[src/rtl/odelay_macros.svh]
/*
 * output delay control parameters.
 * lane count, reset code, fine tap limit and delay-line history depth.
 */
`ifndef ODELAY_MACROS_SVH
`define ODELAY_MACROS_SVH

// number of single-bit output lanes.
`define ODELAY_NUM_LANES 4

// code loaded into every staging and active register on reset.
// coarse 1, fine 2.
`define ODELAY_RESET_CODE 8'h0A

// largest legal fine tap, the hardware fine stage has five positions.
`define ODELAY_FINE_MAX 3'd4

// history bits per lane, one per coarse tap (0 to 31).
`define ODELAY_HIST_DEPTH 32

`endif

[src/rtl/odelay_lane_pkg.sv]
/*
 * lane-side types of the output delay controller.
 * delay code layout and the per-lane strobe and code vectors.
 */
`include "odelay_macros.svh"

package odelay_lane_pkg;

    // 8-bit delay code, same bit layout as the hardware delay word.
    typedef struct packed {
        logic [4:0] coarse; // bits 7:3, whole-cycle taps in the model.
        logic [2:0] fine;   // bits 2:0, must stay below 5.
    } delay_code_t;

    // one load strobe bit per lane.
    typedef logic [`ODELAY_NUM_LANES-1:0] lane_strobe_t;

    // one delay code per lane, lane 0 in the low byte.
    typedef delay_code_t [`ODELAY_NUM_LANES-1:0] lane_codes_t;

endpackage

[src/rtl/odelay_cmd_pkg.sv]
/*
 * host command types of the output delay controller.
 * opcode enum and the command word carried with cmd_valid.
 */
`include "odelay_macros.svh"

package odelay_cmd_pkg;

    // lane index width, at least one bit.
    localparam int LANE_W = (`ODELAY_NUM_LANES > 1) ? $clog2(`ODELAY_NUM_LANES) : 1;

    // host command opcodes.
    typedef enum logic [1:0] {
        CMD_NOP      = 2'd0, // idle.
        CMD_LOAD     = 2'd1, // stage a code for one lane.
        CMD_LOAD_ALL = 2'd2, // stage the same code for every lane.
        CMD_APPLY    = 2'd3  // copy all staged codes to active.
    } cmd_op_e;

    // command word, only meaningful while cmd_valid is high.
    typedef struct packed {
        cmd_op_e                    op;   // what to do.
        logic [LANE_W-1:0]          lane; // target lane for CMD_LOAD.
        odelay_lane_pkg::delay_code_t code; // code for the load commands.
    } delay_cmd_t;

endpackage

[src/rtl/delay_cmd_decoder.sv]
/*
 * delay command decoder.
 * registers host commands into per-lane load strobes and one apply pulse,
 * and rejects loads whose fine tap is out of range.
 */
`include "odelay_macros.svh"

module delay_cmd_decoder (
    input  logic                         clk,
    input  logic                         rst,
    input  logic                         cmd_valid,
    input  odelay_cmd_pkg::delay_cmd_t   cmd,
    output odelay_lane_pkg::lane_strobe_t lane_ld,
    output odelay_lane_pkg::delay_code_t ld_code,
    output logic                         apply,
    output logic                         cmd_err
);
    import odelay_cmd_pkg::*;
    import odelay_lane_pkg::*;

    lane_strobe_t ld_next;    // load strobes for the next cycle.
    logic         apply_next; // apply pulse for the next cycle.
    logic         err_next;   // rejected load.
    logic         fine_ok;    // fine tap of the incoming code is legal.

    assign fine_ok = (cmd.code.fine <= `ODELAY_FINE_MAX);

    // opcode decode, nothing happens without cmd_valid.
    always_comb begin
        ld_next    = '0;
        apply_next = 1'b0;
        err_next   = 1'b0;
        if (cmd_valid) begin
            case (cmd.op)
                CMD_LOAD: begin
                    if (fine_ok) begin
                        ld_next[cmd.lane] = 1'b1; // one-hot to the target lane.
                    end else begin
                        err_next = 1'b1;
                    end
                end
                CMD_LOAD_ALL: begin
                    if (fine_ok) begin
                        ld_next = '1; // broadcast to every lane.
                    end else begin
                        err_next = 1'b1;
                    end
                end
                CMD_APPLY: apply_next = 1'b1;
                default: ; // CMD_NOP.
            endcase
        end
    end

    // strobes are high for exactly the cycle after the command.
    always_ff @(posedge clk) begin
        if (rst) begin
            lane_ld <= '0;
            apply   <= 1'b0;
            cmd_err <= 1'b0;
        end else begin
            lane_ld <= ld_next;
            apply   <= apply_next;
            cmd_err <= err_next;
        end
    end

    // code travels alongside the strobes.
    always_ff @(posedge clk) begin
        if (cmd_valid) begin
            ld_code <= cmd.code;
        end
    end

    // a rejected load must not reach the register bank.
    a_no_load_on_err: assert property (@(posedge clk) disable iff (rst)
        !((|lane_ld) && cmd_err));

    // one opcode per command, so apply and loads never share a cycle.
    a_apply_excl_load: assert property (@(posedge clk) disable iff (rst)
        !(apply && (|lane_ld)));

endmodule

[src/rtl/delay_line_model.sv]
/*
 * behavioural output delay line.
 * each lane shifts its data into a history and registers the tap picked
 * by the active coarse count, giving coarse + 1 cycles of delay.
 */
`include "odelay_macros.svh"

module delay_line_model (
    input  logic                            clk,
    input  logic                            rst,
    input  odelay_lane_pkg::lane_codes_t    active_codes,
    input  logic [`ODELAY_NUM_LANES-1:0]    data_in,
    output logic [`ODELAY_NUM_LANES-1:0]    data_out
);
    // edges since reset, saturating, used to qualify the delay check.
    logic [$clog2(`ODELAY_HIST_DEPTH):0] fill_cnt;

    always_ff @(posedge clk) begin
        if (rst) begin
            fill_cnt <= '0;
        end else if (fill_cnt != `ODELAY_HIST_DEPTH) begin
            fill_cnt <= fill_cnt + 1'b1;
        end
    end

    for (genvar g = 0; g < `ODELAY_NUM_LANES; g++) begin : g_lane
        logic [`ODELAY_HIST_DEPTH-2:0] hist; // past samples, bit 0 newest.
        logic [`ODELAY_HIST_DEPTH-1:0] taps; // tap 0 is the live input.
        logic                          dout_q;

        assign taps = {hist, data_in[g]};

        always_ff @(posedge clk) begin
            if (rst) begin
                hist   <= '0;
                dout_q <= 1'b0;
            end else begin
                hist   <= taps[`ODELAY_HIST_DEPTH-2:0];       // shift by one.
                dout_q <= taps[active_codes[g].coarse];       // coarse tap select.
            end
        end

        assign data_out[g] = dout_q;

        // one check per coarse value, since $past needs a constant depth.
        // the window must lie fully after reset.
        for (genvar c = 0; c < `ODELAY_HIST_DEPTH; c++) begin : g_tap
            a_tap_delay: assert property (@(posedge clk) disable iff (rst)
                ((fill_cnt > c) && ($past(active_codes[g].coarse) == 5'(c)))
                |-> (data_out[g] == $past(data_in[g], c + 1)));
        end
    end

endmodule

[src/rtl/odelay_ctrl_top.sv]
/*
 * output delay controller top.
 * command decoder, delay register bank and behavioural delay line.
 */
`include "odelay_macros.svh"

module odelay_ctrl_top (
    input  logic                          clk,
    input  logic                          rst,
    input  logic                          cmd_valid,
    input  odelay_cmd_pkg::delay_cmd_t    cmd,
    input  logic [`ODELAY_NUM_LANES-1:0]  data_in,
    output logic [`ODELAY_NUM_LANES-1:0]  data_out,
    output odelay_lane_pkg::lane_codes_t  active_codes,
    output logic                          cmd_err
);
    import odelay_lane_pkg::*;

    lane_strobe_t lane_ld; // per-lane load strobes.
    delay_code_t  ld_code; // code for the staging registers.
    logic         apply;   // staging to active copy.

    delay_cmd_decoder u_decoder (
        .clk       (clk),
        .rst       (rst),
        .cmd_valid (cmd_valid),
        .cmd       (cmd),
        .lane_ld   (lane_ld),
        .ld_code   (ld_code),
        .apply     (apply),
        .cmd_err   (cmd_err)
    );

    odelay_fine_pipe u_regs (
        .clk          (clk),
        .rst          (rst),
        .lane_ld      (lane_ld),
        .ld_code      (ld_code),
        .apply        (apply),
        .active_codes (active_codes)
    );

    delay_line_model u_dline (
        .clk          (clk),
        .rst          (rst),
        .active_codes (active_codes), // also read back at the port.
        .data_in      (data_in),
        .data_out     (data_out)
    );

endmodule

[src/rtl/odelay_fine_pipe.sv]
/*
 * delay register bank.
 * per-lane staging code written on a load strobe, active code taken
 * from staging on apply, all lanes switch in the same cycle.
 */
`include "odelay_macros.svh"

module odelay_fine_pipe (
    input  logic                          clk,
    input  logic                          rst,
    input  odelay_lane_pkg::lane_strobe_t lane_ld,
    input  odelay_lane_pkg::delay_code_t  ld_code,
    input  logic                          apply,
    output odelay_lane_pkg::lane_codes_t  active_codes
);
    import odelay_lane_pkg::*;

    lane_codes_t stage_codes; // staged codes, not yet visible.

    // staging registers, one per lane.
    always_ff @(posedge clk) begin
        if (rst) begin
            stage_codes <= {`ODELAY_NUM_LANES{`ODELAY_RESET_CODE}};
        end else begin
            for (int i = 0; i < `ODELAY_NUM_LANES; i++) begin
                if (lane_ld[i]) begin
                    stage_codes[i] <= ld_code;
                end
            end
        end
    end

    // active registers.
    // on a same-cycle load the old staging value is taken.
    always_ff @(posedge clk) begin
        if (rst) begin
            active_codes <= {`ODELAY_NUM_LANES{`ODELAY_RESET_CODE}};
        end else if (apply) begin
            active_codes <= stage_codes; // all lanes at once.
        end
    end

    // the decoder filter must keep every staged fine tap legal.
    for (genvar g = 0; g < `ODELAY_NUM_LANES; g++) begin : g_chk
        a_stage_fine_legal: assert property (@(posedge clk) disable iff (rst)
            stage_codes[g].fine <= `ODELAY_FINE_MAX);
    end

endmodule

[config.mk]
export PLATFORM = sky130hd
export DESIGN_NAME = odelay_ctrl_top
export DESIGN_NICKNAME = d
export VERILOG_FILES = /design/src/rtl/odelay_lane_pkg.sv /design/src/rtl/odelay_cmd_pkg.sv /design/src/rtl/delay_cmd_decoder.sv /design/src/rtl/delay_line_model.sv /design/src/rtl/odelay_ctrl_top.sv /design/src/rtl/odelay_fine_pipe.sv
export VERILOG_INCLUDE_DIRS = /design/src /design/src/rtl
export SDC_FILE = /design/constraint.sdc
export NUM_CORES = 1
export LEC_CHECK = 0
export BUFFER_PORTS_ARGS = -buffer_cell sky130_fd_sc_hd__buf_2
export CAP_MARGIN = 20
export CELL_PAD_IN_SITES_DETAIL_PLACEMENT = 0
export CELL_PAD_IN_SITES_GLOBAL_PLACEMENT = 1
export CORE_ASPECT_RATIO = 0.8
export CORE_MARGIN = 5
export CORE_UTILIZATION = 35
export DETAILED_ROUTE_END_ITERATION = 6
export GPL_ROUTABILITY_DRIVEN = 0
export PLACE_DENSITY_LB_ADDON = 0.12
export SLEW_MARGIN = 25
export SYNTH_ARGS = -nofsm -noshare
export SYNTH_HDL_FRONTEND = slang
export SYNTH_HIERARCHICAL = 1
export SYNTH_SLANG_ARGS = --single-unit
[constraint.sdc]
create_clock -name clk -period 1.75 [get_ports clk]
set_input_delay 0.175 -clock clk [delete_from_list [all_inputs] [get_ports clk]]
set_output_delay 0.175 -clock clk [all_outputs]
set_load 0.005 [all_outputs]
======== Yosys cells after proc, flatten, opt, wreduce, memory -nomap -nowiden ========
Cells that the tools add are included.
Widths: inputs -> output; s select.
word-level totals
  flip-flop bits (word level) ............. 206
  bits in latches ......................... 0
  bits in writable memories ............... 0
  memory bits (read-only) ................. 0
  output and inout port bits .............. 37
  memories ................................ 0
cells by class
  $add $sub $neg .......................... 0
  multipliers ............................. 0
  div/mod/pow operators ................... 0
  order comparisons ....................... 7
  eq/ne operators ......................... 3
  shifts and indexed selects .............. 0
  muxes and demuxes ....................... 15
  bitwise logic cells ..................... 2
  reductions and logical operators ........ 4
operators by type and width
  operator            count
  $lt 5x6->1 const B  4
  $bmux 1 s5          4
  $mux 4              2
  $pmux 4 s2          1
  $mux 1              7
  $eq 2x2->1 const B  2
  $reduce_or 2->1     2
  $le 3x3->1 const B  1
  $lt 2x3->1 const B  1
  $reduce_or 3->1     1
  $demux 1 s2         1
  $eq 2x1->1 const B  1
  $ge 2x1->1 const B  1
  $not 1->1           2
  $logic_and 1x1->1   1

======== Longest topological paths before layout ========
  depth in word-level cells ............... 6
  mapped depth ............................ 5

======== Modules after synthesis ========
The synthesis kept the hierarchy.
by module, submodules not included
  module             instances  cells each  area each (um^2)  seq. area each (um^2)
  delay_line_model   1          363         4556.9            2562.5
  odelay_fine_pipe   1          207         2306.0            1281.2
  delay_cmd_decoder  1          34          506.7             360.3

======== Worst setup path before layout ========
No wires, ideal clock.
  kind .................................... reg2reg
  start point ............................. register u_regs/active_codes[19] (netlist name)
  end point ............................... register u_dline.g_lane[2].dout_q
  setup time .............................. 0.122 ns
  arrival time ............................ 1.541 ns
  slack ................................... 0.088 ns
  stages on the path, launching flop included .. 5
  buffers on the path ..................... 1
  clock period less this slack ............ 1.662 ns
  cell sequence ........................... dfxtp_1 buf_6 mux4_1 mux2_2 o311a_1
between the ends
  longest elaborated chain between the ends .. 2
RTL lines
  what                          line                    source
  $bmux 1 s5                    delay_line_model.sv:39  dout_q <= taps[active_codes[g].coarse];
  $mux 1 (implied by the code)  delay_line_model.sv:39
  end signal, assigned          delay_line_model.sv:39
  end, declared                 delay_line_model.sv:29  logic dout_q;
No other way between the ends. The select of a mux whose other input is x is not followed.
A chain may end at the register's enable or synchronous reset.

======== Worst setup path in the final report ========
  start point ............................. register u_regs/active_codes[19] (netlist name)
  end point ............................... register u_dline.g_lane[2].dout_q
between the ends
  longest elaborated chain between the ends .. 2
RTL lines
  what                          line
  $bmux 1 s5                    delay_line_model.sv:39
  $mux 1 (implied by the code)  delay_line_model.sv:39
No other way between the ends. The select of a mux whose other input is x is not followed.

==> results.json <==
{
  "placed_area_mm2": 0.00789,
  "grt_first_pass_wirelength_mm": 23.6,
  "cts_max_level": 1,
  "avgViaCountPerCell": 4.51,
  "power_mw": 10.0,
  "drt_iter0_drc": 206,
  "finalSetupViolCount": 0,
  "grt_pass1_vias": 4544,
  "grt_overflow_total": 0,
  "crit_fanout": 6,
  "fmaxAchievable_mhz": 623,
  "yosysMostFrequentCell": "dfxtp_1",
  "clk_pin_slew_ns": 0.06,
  "cp_slowest_stage_delay_ns": 0.56,
  "design_area_mm2": 0.00885,
  "synth_compound_area_share_pct": 4.18,
  "syn_inst": 604,
  "synth.cell_area_mm2": 0.00737,
  "firstDrtPassIters": 4,
  "maxCapViolations": 0,
  "cts_setup_buffers": 0,
  "synth-simple-area-share_pct": 16.1,
  "worstSetupPathType": "reg2reg",
  "grt_max_degree": 63,
  "worstRegToRegCells": 5,
  "slew_headroom_pct": 62.4,
  "hold-path-cell-count": 4,
  "cp.arrival_ns": 1.99,
  "hold_path_class": "in2reg",
  "fp-row-count": 47,
  "ys_seq_area_share_pct": 57.0,
  "post-synth-top-area-cell": "dfxtp_1",
  "drc": 0,
  "synth_edf_count": 8,
  "num_antenna_cells": 0,
  "dieArea_mm2": 0.0241,
  "final_max_slew_viol_count": 0,
  "start_util_pct": 35.6,
  "synth_top_family_by_area": "multiplexers",
  "power.density_mw_per_mm2": 1130,
  "hold_end": "u_decoder/apply",
  "die_h_um": 140,
  "period_share_pct": 91.7,
  "cp-end-kind": "flop",
  "synth-xor-area-share_pct": 0,
  "startpoint": "u_regs/active_codes[19]",
  "async_flop_share_pct": 0,
  "finalCriticalPeriod_ns": 1.60,
  "wl_mm": 14.2,
  "status": "complete, no violations",
  "path_cells": "buf_4, mux4_1, mux2i_1, o221ai_1, o311a_1",
  "setup_tns_ns": 0,
  "hpwlAfterDp_mm": 9.48,
  "worstPathRequired_ns": 2.13,
  "hp-start": "cmd[11]",
  "yosys-top-cells-area": "dfxtp_1 54%, nor2b_1 12%, mux2i_1 8.3%, mux4_2 7.3%, edfxtp_1 3.3%",
  "syn_area_per_cell_um2": 12.2,
  "synthFlopType": "dfxtp_1",
  "cts_buffers": 23,
  "clk_latency_ns": 0.50,
  "port_buffers": 55,
  "synthMuxAreaShare_pct": 18.1,
  "finClkSkew_ns": 0.0184,
  "yosysTopAreaCellShare_pct": 53.8,
  "clock_path_buffers": 3,
  "r2r-end": "u_dline/g_lane[2].dout_q",
  "layout.nets": 698,
  "leakage_nw": 3.39,
  "tritoncts": "done",
  "rsz0062_at_grt": "no",
  "core-area_mm2": 0.0207,
  "antenna_found_initial": 0,
  "ys_ff_latch": 206,
  "drive_gt1_share_pct": 21.6,
  "slowest_stage": "mux4_1",
  "wl_per_cell_um": 14.7,
  "syn2layout_area_growth_pct": 20.1,
  "rrSetupSlack_ns": 0.15,
  "synthTopCellsByCount": "198 x dfxtp_1, 139 x nor2b_1, 61 x mux2i_1",
  "grt_usage_pct": 11.9,
  "holdWs_ns": 0.0541,
  "synth_cell_types": 39,
  "clock-sinks": 206,
  "start_kind": "flop",
  "ios": 56,
  "ys_warn_count": 6,
  "synth_fa_ha_area_share_pct": 0.509,
  "postRouteAntennaNets": 0,
  "ir_drop_mv": 0.685,
  "hold_viol_final": 0,
  "final_util_pct": 42.8,
  "worst_pin_slew_ns": 0.563,
  "vias": 4342,
  "syn-num-nets": 626,
  "cts_root_buf": "clkbuf_16",
  "die_x_um": 172,
  "r2r-start": "u_regs/active_codes[19]"
}
## worst max path at each step
stage	to	slack, ns
after floorplan	u_dline/g_lane[2].dout_q	0.09
after global placement	u_dline/g_lane[1].dout_q	0.05
after detailed placement	u_dline/g_lane[1].dout_q	0.01
after CTS	u_dline/g_lane[1].dout_q	0.02
after global routing	u_dline/g_lane[2].dout_q	0.03
final	u_dline/g_lane[2].dout_q	0.15
## power breakdown
part	leakage (nW)	switching (mW)	total, mW	internal (mW)
clock network	0.395	1.86	4.90	3.04
registers	1.68	0.0576	4.84	4.78
logic	1.32	0.145	0.289	0.143
total	3.39	2.07	10.0	7.96
## cells in the final DEF (no fill, tap or decap), types with 16 or more instances in the layout
master | synthesis | layout
mux2i_1 | 61 | 61
buf_2 | 15 | 54
mux4_2 | 24 | 24
a211o_1 | 16 | 16
dlygate4sd3_1 | 0 | 16
clkbuf_16 | 0 | 23
buf_4 | 5 | 16
dfxtp_1 | 198 | 193
nor2_1 | 53 | 53
nor2b_1 | 139 | 139
## state kept, by name (all words and copies together), names as in the netlist
register / count
u_decoder/apply: 1
u_decoder/cmd_err: 1
u_decoder/lane_ld: 4
u_decoder/ld_code: 8
u_dline/g_lane.dout_q: 4
u_dline/g_lane.hist: 124
u_regs/active_codes: 32
u_regs/stage_codes: 32
## critical path: cells and delay by family, from the launching register on
kind                   cells  cell delay, ns
AO/OA/AOI/OAI              2            0.26
multiplexers               2            0.70
flip-flops                 1            0.36
buffers and inverters      1            0.16
## what timing repair did
| item | in CTS | in global routing |
|---|---|---|
| hold buffers | 16 | 0 |
| endpoints found under the setup margin | 0 | 3 |
| endpoints found under the hold margin | 18 | 0 |
| gates resized for setup | 0 | 4 |
## layout make-up
type	count	area (um^2)
clock buffer	30	642
clock inverter	12	149
fill	1961	11900
inverter	6	22.5
multi-input combinational	349	2870
sequential	206	4210
tap	269	337
timing repair buffer	90	622
## logic make-up (layout without fill, tap and decap cells)
kind of cell / count (synthesis) / in the layout
simple gates: 211 / 211
compound gates: 39 / 39
buf+inv: 49 / 138
flops: 206 / 206
mux: 96 / 96
fa+ha+maj: 3 / 3
## per-stage QoR
| stage | setup slack (ns) | instances |
|---|---|---|
| after CTS | 0.0175 | 962 |
| after global placement | 0.0523 | 904 |
| after floorplan | 0.0877 | 604 |
| final | 0.146 | 962 |
| after detailed placement | 0.0141 | 904 |
| after global routing | 0.0325 | 962 |
## routing by layer
layer / GRT usage (%) / wire (um) / vias to the layer above
li1: - / - / 2201
met1: 17.3 / 7160 / 2052
met2: 17.8 / 6140 / 61
met3: 2.69 / 546 / 28
met4: 3.27 / 331 / 0
met5: 0 / 0 / -
(Power assumes the default switching activity.)
